==> src/verilog/histGeomPkg.sv <==
package histGeomPkg;

    // width of one incoming sample
    // the sample value doubles as the bin index
    localparam int BIN_BITS = 4;

    // one bin count, saturates at all ones
    localparam int COUNT_BITS = 8;

    // default frame geometry, overridden from the top level
    localparam int PIXEL_NUM_DEF = 4;
    localparam int DATA_NUM_DEF = 3;
    localparam int ACQ_NUM_DEF = 2;

    // pixel index width, must cover PIXEL_NUM
    localparam int PIXEL_BITS = 2;

    // sample value and bin index
    typedef logic [BIN_BITS-1:0] sampleT;

    // single histogram bin count
    typedef logic [COUNT_BITS-1:0] binCountT;

    // pixel number inside a frame
    typedef logic [PIXEL_BITS-1:0] pixelIdxT;

    // count memory address
    // pixel index on top, bin index below
    typedef logic [PIXEL_BITS+BIN_BITS-1:0] binAddrT;

endpackage
==> src/verilog/histCtrlPkg.sv <==
package histCtrlPkg;

    // fine resolution position width
    localparam int FINE_BITS = 8;

    // bin index to fine position scaling
    localparam int FINE_SHIFT = FINE_BITS - histGeomPkg::BIN_BITS;

    // half the window width, in fine units
    localparam int HALF_WINDOW = 8;

    // fine position, window bounds
    typedef logic [FINE_BITS-1:0] finePosT;

    // readout stream fsm
    typedef enum logic {
        roIdle,
        roStream
    } readoutStateT;

endpackage

==> src/verilog/histogramTop.sv <==
`timescale 1ns/1ps

module histogramTop #(
    parameter int PIXEL_NUM = histGeomPkg::PIXEL_NUM_DEF,
    parameter int DATA_NUM = histGeomPkg::DATA_NUM_DEF,
    parameter int ACQ_NUM = histGeomPkg::ACQ_NUM_DEF
) (
    input  logic                  clk,
    input  logic                  combin_res,
    input  logic                  wrEn,
    input  histGeomPkg::sampleT   data,
    output logic                  binValid,
    output histGeomPkg::binCountT binCount,
    output logic                  frameDone,
    output logic                  peakValid,
    output histGeomPkg::pixelIdxT peakPixel,
    output histGeomPkg::sampleT   peakBin,
    output histGeomPkg::binCountT peakCount,
    output histCtrlPkg::finePosT  winLow,
    output histCtrlPkg::finePosT  winHigh
);

    // decode to execute
    logic                  accEn;
    histGeomPkg::binAddrT  accAddr;
    histGeomPkg::pixelIdxT accPixel;
    histGeomPkg::sampleT   accBin;
    logic                  accLast;

    // execute to result
    logic                  cntValid;
    histGeomPkg::binCountT cntValue;
    histGeomPkg::pixelIdxT cntPixel;
    histGeomPkg::sampleT   cntBin;
    logic                  cntLast;

    // sample sequencing
    sampleDecode #(
        .PIXEL_NUM(PIXEL_NUM),
        .DATA_NUM (DATA_NUM),
        .ACQ_NUM  (ACQ_NUM)
    ) decode0 (
        .clk       (clk),
        .combin_res(combin_res),
        .wrEn      (wrEn),
        .data      (data),
        .accEn     (accEn),
        .accAddr   (accAddr),
        .accPixel  (accPixel),
        .accBin    (accBin),
        .accLast   (accLast)
    );

    // bin accumulation
    binAccumulate accum0 (
        .clk       (clk),
        .combin_res(combin_res),
        .accEn     (accEn),
        .accAddr   (accAddr),
        .accPixel  (accPixel),
        .accBin    (accBin),
        .accLast   (accLast),
        .cntValid  (cntValid),
        .cntValue  (cntValue),
        .cntPixel  (cntPixel),
        .cntBin    (cntBin),
        .cntLast   (cntLast)
    );

    // peak tracking and window readout
    peakWindow #(
        .PIXEL_NUM(PIXEL_NUM)
    ) result0 (
        .clk       (clk),
        .combin_res(combin_res),
        .cntValid  (cntValid),
        .cntValue  (cntValue),
        .cntPixel  (cntPixel),
        .cntBin    (cntBin),
        .cntLast   (cntLast),
        .frameDone (frameDone),
        .peakValid (peakValid),
        .peakPixel (peakPixel),
        .peakBin   (peakBin),
        .peakCount (peakCount),
        .winLow    (winLow),
        .winHigh   (winHigh)
    );

    // per sample count goes straight out
    assign binValid = cntValid;
    assign binCount = cntValue;

endmodule

==> src/verilog/peakWindow.sv <==
`timescale 1ns/1ps

module peakWindow #(
    parameter int PIXEL_NUM = histGeomPkg::PIXEL_NUM_DEF
) (
    input  logic                  clk,
    input  logic                  combin_res,
    input  logic                  cntValid,
    input  histGeomPkg::binCountT cntValue,
    input  histGeomPkg::pixelIdxT cntPixel,
    input  histGeomPkg::sampleT   cntBin,
    input  logic                  cntLast,
    output logic                  frameDone,
    output logic                  peakValid,
    output histGeomPkg::pixelIdxT peakPixel,
    output histGeomPkg::sampleT   peakBin,
    output histGeomPkg::binCountT peakCount,
    output histCtrlPkg::finePosT  winLow,
    output histCtrlPkg::finePosT  winHigh
);

    // window constants in fine units
    localparam histCtrlPkg::finePosT HALF_WIN =
        histCtrlPkg::finePosT'(histCtrlPkg::HALF_WINDOW);
    localparam histCtrlPkg::finePosT FULL_WIN =
        histCtrlPkg::finePosT'(2 * histCtrlPkg::HALF_WINDOW);
    localparam histCtrlPkg::finePosT FINE_MAX = '1;

    // running maximum per pixel
    histGeomPkg::binCountT maxCount [PIXEL_NUM];
    histGeomPkg::sampleT   maxBin [PIXEL_NUM];

    // frame snapshot, read out while the next frame fills
    histGeomPkg::binCountT snapCount [PIXEL_NUM];
    histGeomPkg::sampleT   snapBin [PIXEL_NUM];

    histCtrlPkg::readoutStateT roState;
    histGeomPkg::pixelIdxT     roIdx;

    logic                 newMax;
    logic                 frameEnd;
    histCtrlPkg::finePosT peakCentre;

    // strictly greater, so ties keep the first bin
    assign newMax = cntValid && (cntValue > maxCount[cntPixel]);
    assign frameEnd = cntValid && cntLast;

    // tracker update, cleared once the frame is captured
    always_ff @(posedge clk or negedge combin_res) begin
        if (!combin_res) begin
            for (int p = 0; p < PIXEL_NUM; p++) begin
                maxCount[p] <= '0;
                maxBin[p] <= '0;
            end
        end else if (frameEnd) begin
            for (int p = 0; p < PIXEL_NUM; p++) begin
                maxCount[p] <= '0;
                maxBin[p] <= '0;
            end
        end else if (newMax) begin
            maxCount[cntPixel] <= cntValue;
            maxBin[cntPixel] <= cntBin;
        end
    end

    // snapshot with the last sample folded in
    always_ff @(posedge clk) begin
        if (frameEnd) begin
            for (int p = 0; p < PIXEL_NUM; p++) begin
                if (newMax && (cntPixel == histGeomPkg::pixelIdxT'(p))) begin
                    snapCount[p] <= cntValue;
                    snapBin[p] <= cntBin;
                end else begin
                    snapCount[p] <= maxCount[p];
                    snapBin[p] <= maxBin[p];
                end
            end
        end
    end

    // readout fsm, one pixel per cycle starting at pixel 0
    always_ff @(posedge clk or negedge combin_res) begin
        if (!combin_res) begin
            roState <= histCtrlPkg::roIdle;
            roIdx <= '0;
            frameDone <= 1'b0;
        end else begin
            frameDone <= frameEnd;
            case (roState)
                histCtrlPkg::roIdle: begin
                    if (frameEnd) begin
                        roState <= histCtrlPkg::roStream;
                        roIdx <= '0;
                    end
                end
                histCtrlPkg::roStream: begin
                    if (roIdx == histGeomPkg::pixelIdxT'(PIXEL_NUM - 1)) begin
                        roState <= histCtrlPkg::roIdle;
                        roIdx <= '0;
                    end else begin
                        roIdx <= roIdx + 1'b1;
                    end
                end
                default: roState <= histCtrlPkg::roIdle;
            endcase
        end
    end

    assign peakValid = (roState == histCtrlPkg::roStream);
    assign peakPixel = roIdx;
    assign peakBin = snapBin[roIdx];
    assign peakCount = snapCount[roIdx];

    // centre of the peak bin on the fine grid
    assign peakCentre = histCtrlPkg::finePosT'(peakBin) << histCtrlPkg::FINE_SHIFT;

    // window bounds, clamped at both ends
    always_comb begin
        if (peakCentre <= HALF_WIN) begin
            winLow = '0;
            winHigh = FULL_WIN;
        end else if (peakCentre >= FINE_MAX - HALF_WIN) begin
            winHigh = FINE_MAX;
            winLow = FINE_MAX - FULL_WIN;
        end else begin
            winLow = peakCentre - HALF_WIN;
            winHigh = peakCentre + HALF_WIN;
        end
    end

endmodule

==> src/verilog/binAccumulate.sv <==
`timescale 1ns/1ps

module binAccumulate (
    input  logic                  clk,
    input  logic                  combin_res,
    input  logic                  accEn,
    input  histGeomPkg::binAddrT  accAddr,
    input  histGeomPkg::pixelIdxT accPixel,
    input  histGeomPkg::sampleT   accBin,
    input  logic                  accLast,
    output logic                  cntValid,
    output histGeomPkg::binCountT cntValue,
    output histGeomPkg::pixelIdxT cntPixel,
    output histGeomPkg::sampleT   cntBin,
    output logic                  cntLast
);

    // one entry per address: every pixel gets a full set of bins
    localparam int MEM_DEPTH = 1 << $bits(histGeomPkg::binAddrT);

    histGeomPkg::binCountT countMem [MEM_DEPTH];

    // valid bit per bin
    // a clear bit means the stored count is stale, treat it as zero
    logic [MEM_DEPTH-1:0] validBits;

    histGeomPkg::binCountT storedCount;
    histGeomPkg::binCountT nextCount;

    // read side of the read-modify-write
    // write lands at the edge, so back to back hits see the new value
    assign storedCount = countMem[accAddr];

    always_comb begin
        if (!validBits[accAddr]) begin
            // first hit since the last clear
            nextCount = histGeomPkg::binCountT'(1);
        end else if (storedCount == '1) begin
            // saturate
            nextCount = storedCount;
        end else begin
            nextCount = storedCount + 1'b1;
        end
    end

    // count memory and result payload
    always_ff @(posedge clk) begin
        if (accEn) begin
            countMem[accAddr] <= nextCount;
            cntValue <= nextCount;
            cntPixel <= accPixel;
            cntBin <= accBin;
        end
    end

    // valid bits and strobes
    always_ff @(posedge clk or negedge combin_res) begin
        if (!combin_res) begin
            validBits <= '0;
            cntValid <= 1'b0;
            cntLast <= 1'b0;
        end else begin
            cntValid <= accEn;
            cntLast <= accEn && accLast;
            // end of frame wipes every histogram in one edge
            if (accLast) begin
                validBits <= '0;
            end else if (accEn) begin
                validBits[accAddr] <= 1'b1;
            end
        end
    end

endmodule

==> src/verilog/sampleDecode.sv <==
`timescale 1ns/1ps

module sampleDecode #(
    parameter int PIXEL_NUM = histGeomPkg::PIXEL_NUM_DEF,
    parameter int DATA_NUM = histGeomPkg::DATA_NUM_DEF,
    parameter int ACQ_NUM = histGeomPkg::ACQ_NUM_DEF
) (
    input  logic                  clk,
    input  logic                  combin_res,
    input  logic                  wrEn,
    input  histGeomPkg::sampleT   data,
    output logic                  accEn,
    output histGeomPkg::binAddrT  accAddr,
    output histGeomPkg::pixelIdxT accPixel,
    output histGeomPkg::sampleT   accBin,
    output logic                  accLast
);

    // counter widths, one spare value so a count of 1 still gets a bit
    localparam int SAMPLE_BITS = $clog2(DATA_NUM + 1);
    localparam int ACQ_BITS = $clog2(ACQ_NUM + 1);

    logic [SAMPLE_BITS-1:0] sampleCnt;
    histGeomPkg::pixelIdxT  pixelCnt;
    logic [ACQ_BITS-1:0]    acqCnt;

    // wrap flags for each level
    logic sampleWrap;
    logic pixelWrap;
    logic acqWrap;

    assign sampleWrap = (sampleCnt == SAMPLE_BITS'(DATA_NUM - 1));
    assign pixelWrap = (pixelCnt == histGeomPkg::pixelIdxT'(PIXEL_NUM - 1));
    assign acqWrap = (acqCnt == ACQ_BITS'(ACQ_NUM - 1));

    // three level counting: sample, then pixel, then acquisition
    // only a strobe moves anything, idle cycles hold the position
    always_ff @(posedge clk or negedge combin_res) begin
        if (!combin_res) begin
            sampleCnt <= '0;
            pixelCnt <= '0;
            acqCnt <= '0;
            accEn <= 1'b0;
            accLast <= 1'b0;
        end else begin
            accEn <= wrEn;
            // final sample of the frame, all three at max
            accLast <= wrEn && sampleWrap && pixelWrap && acqWrap;
            if (wrEn) begin
                if (!sampleWrap) begin
                    sampleCnt <= sampleCnt + 1'b1;
                end else begin
                    sampleCnt <= '0;
                    if (!pixelWrap) begin
                        pixelCnt <= pixelCnt + 1'b1;
                    end else begin
                        pixelCnt <= '0;
                        acqCnt <= acqWrap ? '0 : acqCnt + 1'b1;
                    end
                end
            end
        end
    end

    // address forming, pixel above bin
    always_ff @(posedge clk) begin
        if (wrEn) begin
            accAddr <= {pixelCnt, data};
            accPixel <= pixelCnt;
            accBin <= data;
        end
    end

endmodule

==> config.mk <==
export PLATFORM = sky130hd
export DESIGN_NAME = histogramTop
export DESIGN_NICKNAME = d
export VERILOG_FILES = /design/src/verilog/histGeomPkg.sv /design/src/verilog/histCtrlPkg.sv /design/src/verilog/histogramTop.sv /design/src/verilog/peakWindow.sv /design/src/verilog/binAccumulate.sv /design/src/verilog/sampleDecode.sv
export SDC_FILE = /design/constraint.sdc
export NUM_CORES = 1
export LEC_CHECK = 0
export BUFFER_PORTS_ARGS = -buffer_cell sky130_fd_sc_hd__buf_2
export CAP_MARGIN = 40
export CORE_ASPECT_RATIO = 0.9
export CORE_MARGIN = 3
export CORE_UTILIZATION = 55
export DETAILED_ROUTE_END_ITERATION = 8
export PLACE_DENSITY = 0.74
export SYNTH_ARGS = -nofsm -noshare
export SYNTH_HDL_FRONTEND = slang
export SYNTH_SLANG_ARGS = --single-unit
==> constraint.sdc <==
create_clock -name clk -period 6.1 [get_ports clk]
set_clock_uncertainty 0.05 [all_clocks]
set_input_delay 0.915 -clock clk [delete_from_list [all_inputs] [get_ports clk]]
set_output_delay 0.915 -clock clk [all_outputs]
set_load 0.01 [all_outputs]
**Yosys cells after proc, flatten, opt, wreduce, memory -nomap -nowiden**

Memories as Yosys holds them, arrays and structs flattened. A register that Yosys moved wholly into a read port is not among the register bits.
Cells that the tools add are included.

- $add $sub $neg: 7
- Magnitude comparators: 7
- Equal/unequal tests: 9
- Mux-type cells: 69
- Bitwise logic cells: 11
- Reduce and logical (&&, ||, !) cells: 17

Operators by type and width:

| cell | number |
|---|---|
| $mux 64 | 2 |
| $mux 8 | 13 |
| $mux 32 | 2 |
| $or 64x64->64 | 1 |
| $bwmux 32 | 1 |
| $mux 16 | 2 |
| $mux 1 | 30 |
| $mux 4 | 5 |
| $bmux 8 s2 | 1 |
| $bwmux 16 | 1 |
| $demux 8 s2 | 1 |
| $logic_and 1x1->1 | 12 |
| $eq 2x2->1 const B | 5 |
| $mux 2 | 5 |
| $add 2x1->2 const B | 4 |
| $add 8x1->8 const B | 1 |
| $add 8x4->8 const B | 1 |
| $demux 4 s2 | 1 |
| $eq 8x8->1 const B | 1 |
| $ge 8x8->1 const B | 1 |
| $gt 8x8->1 | 1 |
| $le 8x4->1 const B | 1 |
| $or 1x1->1 | 8 |
| $sub 8x4->8 const B | 1 |
| 17 further kinds | 19 |

- Bits in registers: 152
- Bits in writable memories: 560
- Bits of input ports: 7
- Output and inout port bits: 41
- Memories kept: 3

Memories:

| name | depth | width | rd ports | clocked after memory_dff | write ports | RTL line | text |
|---|---|---|---|---|---|---|---|
| accum0.countMem | 64 | 8 | 1 | 1 | 1 | binAccumulate.sv:21 | `histGeomPkg::binCountT countMem [MEM_DEPTH];` |
| result0.snapCount | 4 | 8 | 1 | 0 | 4 | peakWindow.sv:34 | `histGeomPkg::binCountT snapCount [PIXEL_NUM];` |
| result0.snapBin | 4 | 4 | 1 | 0 | 4 | peakWindow.sv:35 | `histGeomPkg::sampleT snapBin [PIXEL_NUM];` |

**Logic depth before layout (Yosys ltp)**

Gate-level depths: netlist of run 1.

- Depth in word-level cells: 11
- Mapped depth: 14

**Modules after synthesis**

From an unflattened synthesis of run 1, not the netlist that was laid out.

- Cells, all modules: 1848
- Area, all modules: 29391.9 um^2

By module, submodules not included:

| module | instances | cells each | area each (um^2) | seq. area each (um^2) |
|---|---|---|---|---|
| binAccumulate | 1 | 1435 | 23517.6 | 17446.7 |
| peakWindow | 1 | 378 | 5337.6 | 2742.6 |
| sampleDecode | 1 | 35 | 536.8 | 380.4 |

**Least setup slack after synthesis of run 1**

No wires, ideal clock.

- Path kind: register -> register
- Start point: register (tool-made name)
- End point: register accum0.cntValue[4] (data pin)
- Library setup time: 0.688 ns
- Data arrival time: 5.068 ns
- Data required time: 5.362 ns
- Setup slack: 0.294 ns
- Cell stages (with the launch flop): 11
- Clock period less this slack: 5.806 ns
- Cells stage by stage: dfxtp_1 -> buf_6 -> buf_6 -> mux4_2 -> mux4_2 -> or2_0 -> a22o_1 -> ha_1 -> nand3_1 -> and3b_1 -> nor3_1

RTL lines:

| item | RTL line | text |
|---|---|---|
| to (signal assigned) | binAccumulate.sv:50 | `cntValue <= nextCount;` |
| to (decl) | binAccumulate.sv:12 | `output histGeomPkg::binCountT cntValue,` |

==> results.toml, run 1 <==
[outcome]
status = "complete, no violations"

[yosys]
seq_area_frac_synth_pct = 71.5
synth_edf_count = 580
synth_top_area_cell = "edfxtp_1"
synth_top_flop_cell = "edfxtp_1"
synth.ff_latch_count = 712
synth-async-reset-ratio_pct = 17.7
syn_inst = 1661
synth_top_area_share_pct = 60.2
yosys-top-cells-area = "edfxtp_1 60%, mux4_2 12%, dfrtp_1 11%"
synth.distinct_cells = 66
syn_area_um2 = 29000
yosysWarningCount = 0
syn_area_per_cell_um2 = 17.4

[power]
power_uw = 14300
swShare_pct = 29.3
p_int_uw = 10100
clkPwrFrac_pct = 30.4
p_sw_uw = 4190
total_leakage_power_uw = 0.0115
p_seq_share_pct = 48.8
power.density_nw_per_um2 = 435
pwr-share-comb_pct = 20.8
ir_drop_mv = 0.301

[clock_tree]
root_buffer = "clkbuf_16"
hold_buffers = 0
cts_made_buffers = 72
cts_setup_buffers = 0
cts_max_level = 3
clock_sinks = 712
path_clk_slew_ns = 0.06
cts_buffer_depth = 3
cts_tree = "built"
insertion_delay_ns = 0.61
cts_resized = 0

[final_layout]
final_util_pct = 63.4
nFillCells = 3509
final_cell_mix = "580 x edfxtp_1, 267 x nor2_1, 154 x mux4_2"
drive_above_1_share_pct = 27.5
final_common_cell = "edfxtp_1"
syn2layout_area_growth_pct = 13.6
layout.nets = 1813

[detailed_routing]
drc = 0
first_pass_iters = 6
antenna_left = 0
drt_iter0_markers = 2135
vias_per_cell = 6.42
num_vias = 16308
post_drt_wl_per_cell_um = 27.9
wl_um = 70800

[die]
rows = 79
die_area_um2 = 55400
io-pin-count = 48
coreArea_um2 = 51900
initial_utilization_pct = 55.8
die_h_um = 224
fp.dieW_um = 248

[timing]
whs_ns = 0.223
maxSlewViolCount = 0
rsz0062_at_grt = "no"
fin_crit_ns = 4.63
worst_slew_pin_slew_ns = 0.908
slew_headroom_pct = 39.5
fin_tns_setup_ns = 0
hold_viol_final = 0
fmax_ghz = 0.216
finalSetupViolations = 0
fin_crit_sh_pct = 76.0

[grt]
grt_pass1_vias = 16469
track_usage_pct = 26.3
grt.overflow.total = 0
antenna_found_initial = 1
grt_pass1_wl_um = 107000
grt_max_degree = 66

[run]
cap_viol_max_count = 0

[critical_path]
required_ns = 6.49
cp-end-kind = "register"
worst_setup_path_start_kind = "register"
arrival_ns = 5.02
critical_path_class = "reg -> reg"
crit_cells = 11
crit_fanout = 47
cp_num_buf_inv = 3
critPathMaxStageDelay_ns = 0.67
cp_top_family = "compound AO/OA/AOI/OAI gates"
path_cells = "buf_4 -> nor2b_2 -> buf_4 -> a22oi_1 -> a21oi_1 -> nor4_1 -> a21oi_1 -> nand3_1 -> or3_1 -> o211a_2 -> buf_12"
slowest_stage = "buf_4"
ff2ff_path_depth = 11

[place]
dp_hpwl_um = 44900
io_buffers = 41
place_congestion = 0.864

[hold_path]
hold_class = "in -> async"
logic make-up (layout without fill, tap and decap cells):
| family | after synthesis | count (layout) | share of synthesized area [%] |
|---|---|---|---|
| mux | 288 | 288 | 16.9 |
| other cells | 1 | 7 | 0.0130 |
| compound gates | 126 | 126 | 3.04 |
| xor+xnor | 2 | 2 | 0.0605 |
| buf+inv | 122 | 307 | 2.04 |
| fa+ha+maj | 12 | 12 | 0.519 |
| simple gates | 398 | 398 | 5.96 |
| flops | 712 | 712 | 71.5 |
final cells by class:
cell class / instances / area [um2] / share of cell area (%)
Sequential cell: 712 / 20700 / 62.9
Multi-Input combinational cell: 832 / 7730 / 23.5
Clock buffer: 98 / 2070 / 6.30
Timing Repair Buffer: 152 / 1180 / 3.59
Tap cell: 688 / 861 / 2.62
Clock inverter: 33 / 256 / 0.780
Inverter: 24 / 90.1 / 0.274
Antenna cell: 1 / 2.50 / 0.00761
Yosys cell counts, drive strengths merged (5+ instances only):
cell type / count
a211oi: 8
a21oi: 21
a22oi: 21
and2: 7
buf: 46
clkbuf: 52
dfrtp: 126
dfxtp: 6
edfxtp: 580
ha: 12
inv: 24
mux2: 68
mux2i: 66
mux4: 154
nand2: 33
nand2b: 12
nand3: 17
nand3b: 5
nand4: 5
nor2: 268
nor2b: 11
nor3: 13
o21a: 6
o21ai: 20
o221ai: 6
o22ai: 11
or2: 5
or3: 5
path summary, 6_finish.rpt:
check,start,end,slack (ns)
setup / recovery,register,accum0.countMem[60][7],1.47
setup reg to reg,register,accum0.countMem[60][7],1.47
max in group asynchronous,combin_res,result0.maxCount[10],4.77
min in group clk,decode0.acqCnt[1],decode0.accLast,0.36
hold / removal,combin_res,accum0.validBits[41],0.22
hold reg to reg,decode0.acqCnt[1],decode0.accLast,0.36
power groups by stage:
stage | Combinational, uW | Sequential [uW] | Clock (uW)
after floorplan | 1840 | 6910 | 0
after global placement | 2740 | 7030 | 0
after detailed placement | 2920 | 7050 | 0
after CTS | 2950 | 6960 | 4390
after global routing | 3220 | 7030 | 4580
final | 2980 | 6970 | 4340
stage by stage:
| stage | std cells | setup WS [ns] | area [um2] |
|---|---|---|---|
| after floorplan | 1666 | 0.294 | 29000 |
| after global placement | 2337 | 1.44 | 29900 |
| after detailed placement | 2408 | 1.55 | 30600 |
| after CTS | 2539 | 1.53 | 32900 |
| after global routing | 2539 | 1.12 | 32900 |
| final | 2540 | 1.47 | 32900 |
registers in the layout, summed over array words and instances (netlist names), 2 cells and up, named ones only:
name / flops
decode0.accBin: 3
accum0.validBits: 64
accum0.cntBin: 4
decode0.pixelCnt: 2
result0.peakPixel: 2
accum0.cntValue: 8
result0.maxBin: 16
decode0.acqCnt: 2
result0.snapBin: 16
decode0.accAddr: 2
result0.maxCount: 32
decode0.sampleCnt: 2
accum0.cntPixel: 2
result0.snapCount: 32
accum0.countMem: 512
metal layers:
layer  track usage [%]  part of all wire [%]  vias to the layer above
li1                  -                     -                     6734
met4              10.7                   4.3                        2
met2              38.7                    46                      999
met1              39.0                    40                     8373
met3              5.64                   9.9                      200
met5                 0                 0.017                        -
Note: power is estimated with default switching activity, not from simulation.
==> run 2, diff against run 1 <==
ABC_AREA = 1   (was not set)
clock period = 3.9 ns   (was 6.1 ns; I/O delays follow)
==> results.toml, run 2 <==
[critical_path]
worstSetupStartpoint = "result0.peakPixel[1]"
r2r_slack_ns = 0.28
required_ns = 3.26
critical_path_class = "reg -> out"
arrival_ns = 3.04
worst_setup_path_start_kind = "register"
cp-end-kind = "primary output"
timing.rr.end = "accum0.countMem[29][5]"
ff2ff_path_depth = 18
crit_fanout = 13

[die]
coreArea_um2 = 53400
io-pin-count = 48
fp.dieW_um = 251
initial_utilization_pct = 55.9
rows = 80
die_h_um = 227
die_area_um2 = 57000

[clock_tree]
insertion_delay_ns = 0.61
hold_buffers = 0
cts_made_buffers = 70
cts_buffer_depth = 3
cts_max_level = 3
clock_sinks = 712
cts_tree = "built"
root_buffer = "clkbuf_16"
cts_setup_buffers = 0
path_clk_slew_ns = 0.06

[timing]
finalSetupViolations = 0
slew_headroom_pct = 41.2
hold_viol_final = 2
fin_crit_sh_pct = 94.3
fin_tns_setup_ns = 0
rsz0062_at_grt = "no"
whs_ns = -0.00988
fin_crit_ns = 3.68
fmax_ghz = 0.272
maxSlewViolCount = 0
worst_slew_pin_slew_ns = 0.879

[hold_path]
hold_class = "in -> async"

[yosys]
yosysMostFrequentCell = "nand2_1"
syn_area_per_cell_um2 = 11.1
seq_area_frac_synth_pct = 69.4
syn_area_um2 = 29800
syn_inst = 2692
synth_edf_count = 580
yosys-top-cells-area = "edfxtp_1 58%, dfrtp_1 11%, nand2_1 9.6%"
synth_top_flop_cell = "edfxtp_1"
synth_top_area_share_pct = 58.4
synth-async-reset-ratio_pct = 17.7
ys_top_cells_by_count = "765 x nand2_1, 580 x edfxtp_1, 444 x nand3_1, 248 x nor2_1, 126 x dfrtp_1"
yosysWarningCount = 0
synth.distinct_cells = 47
synth.ff_latch_count = 712
synth_top_area_cell = "edfxtp_1"

[power]
ir_drop_mv = 0.524
total_leakage_power_uw = 0.0133
power.density_nw_per_um2 = 653

[detailed_routing]
vias_per_cell = 6.03
first_pass_iters = 6
antenna_left = 0
post_drt_wl_per_cell_um = 21.9
drt_iter0_markers = 2969
wl_um = 78000
drc = 0
num_vias = 21416

[grt]
grt_pass1_wl_um = 120000
antenna_found_initial = 2
track_usage_pct = 27.7
grt_max_degree = 81
grt.overflow.total = 0
grt_pass1_vias = 20941

[outcome]
status = "finished, violations left"
violations = "hold timing"

[final_layout]
reg_top3 = "accum0.countMem (512), accum0.validBits (64)"
largest_register_ffs = 512
drive_above_1_share_pct = 11.5
fin_area_um2 = 33700
final_cell_mix = "765 x nand2_1, 580 x edfxtp_1, 443 x nand3_1"
n_antenna_cell = 0
regMostFlops = "accum0.countMem"
layout.nets = 2819
nFillCells = 3935
syn2layout_area_growth_pct = 13.1
final_common_cell = "nand2_1"

[place]
io_buffers = 41
place_congestion = 0.953
place_area_um2 = 31400
dp_hpwl_um = 47200

[run]
cap_viol_max_count = 0
==> run 2: metal layers <==
metal	vias up	wire length [um]	global-route usage [%]	share of wire [%]
li1	9546	-	-	-
met1	10273	30200	37.5	39
met2	1339	36300	44.2	47
met3	256	8090	5.23	10
met4	2	3370	12.8	4.3
met5	-	13	0	0.017
==> run 2: worst max path at each step <==
stage	to	cells after the start
floorplan	accum0.cntValue[1]	19
detailed placement	accum0.countMem[19][5]	19
CTS	winLow[7]	8
global placement	accum0.cntValue[1]	18
finish	winLow[7]	8
global route	winLow[4]	8
==> run 2: repair_timing <==
action,in CTS,in global routing
endpoints found under the hold margin,0,0
resized for setup,0,2
endpoints found under the setup margin,0,46
==> run 2: through the flow <==
| stage | setup WS (ns) | total power, uW | util, % | cells |
|---|---|---|---|---|
| 2_1_floorplan | 0.493 | 13200 | - | 2697 |
| 3_3_place_gp | 0.207 | 15000 | 58.4 | 3394 |
| 3_5_place_dp | 0.260 | 15200 | 58.8 | 3424 |
| 4_1_cts | 0.171 | 22000 | 63.2 | 3551 |
| 5_1_grt | 0.0153 | 22900 | 63.2 | 3552 |
| 6_report | 0.223 | 22000 | 63.2 | 3552 |
==> run 2: critical path, stage by stage (launching register included) <==
cell and delay (ns):
dfrtp_1 0.69, inv_1 0.40, a32oi_1 0.47, inv_1 0.15, ha_1 0.26, nor2_1 0.11
nor2_1 0.07, a21oi_1 0.12, buf_2 0.16
==> run 2: final cells by class <==
cell class                 count  area (um2)  area share (%)
sequential                   712       20700            61.4
multi-input combinational   1726        7820            23.2
clock buffer                  91        1930            5.73
timing repair buffer         182        1590            4.70
tap                          697         872            2.59
inverter                     108         415            1.23
clock inverter                36         398            1.18
==> run 2: cells by family (layout without fill, tap and decap cells) <==
family / count (synthesis) / after routing / share of synthesized area, %
AND/OR/NAND/NOR: 1495 / 1495 / 21.1
XOR/XNOR: 2 / 2 / 0.0588
other: 1 / 6 / 0.0126
flip-flops: 712 / 712 / 69.4
buffers and inverters: 259 / 417 / 4.64
AO/OA/AOI/OAI: 210 / 210 / 4.24
adder cells (fa/ha/maj): 12 / 12 / 0.504
multiplexers: 1 / 1 / 0.0378
==> run 2: report_power, final <==
group | total (uW) | internal (uW) | switching [uW] | leakage [uW]
Clock | 6860 | 4040 | 2820 | 0.00114
Sequential | 10500 | 10100 | 462 | 0.00693
Combinational | 4660 | 1380 | 3280 | 0.00521
Total | 22000 | 15500 | 6570 | 0.0133
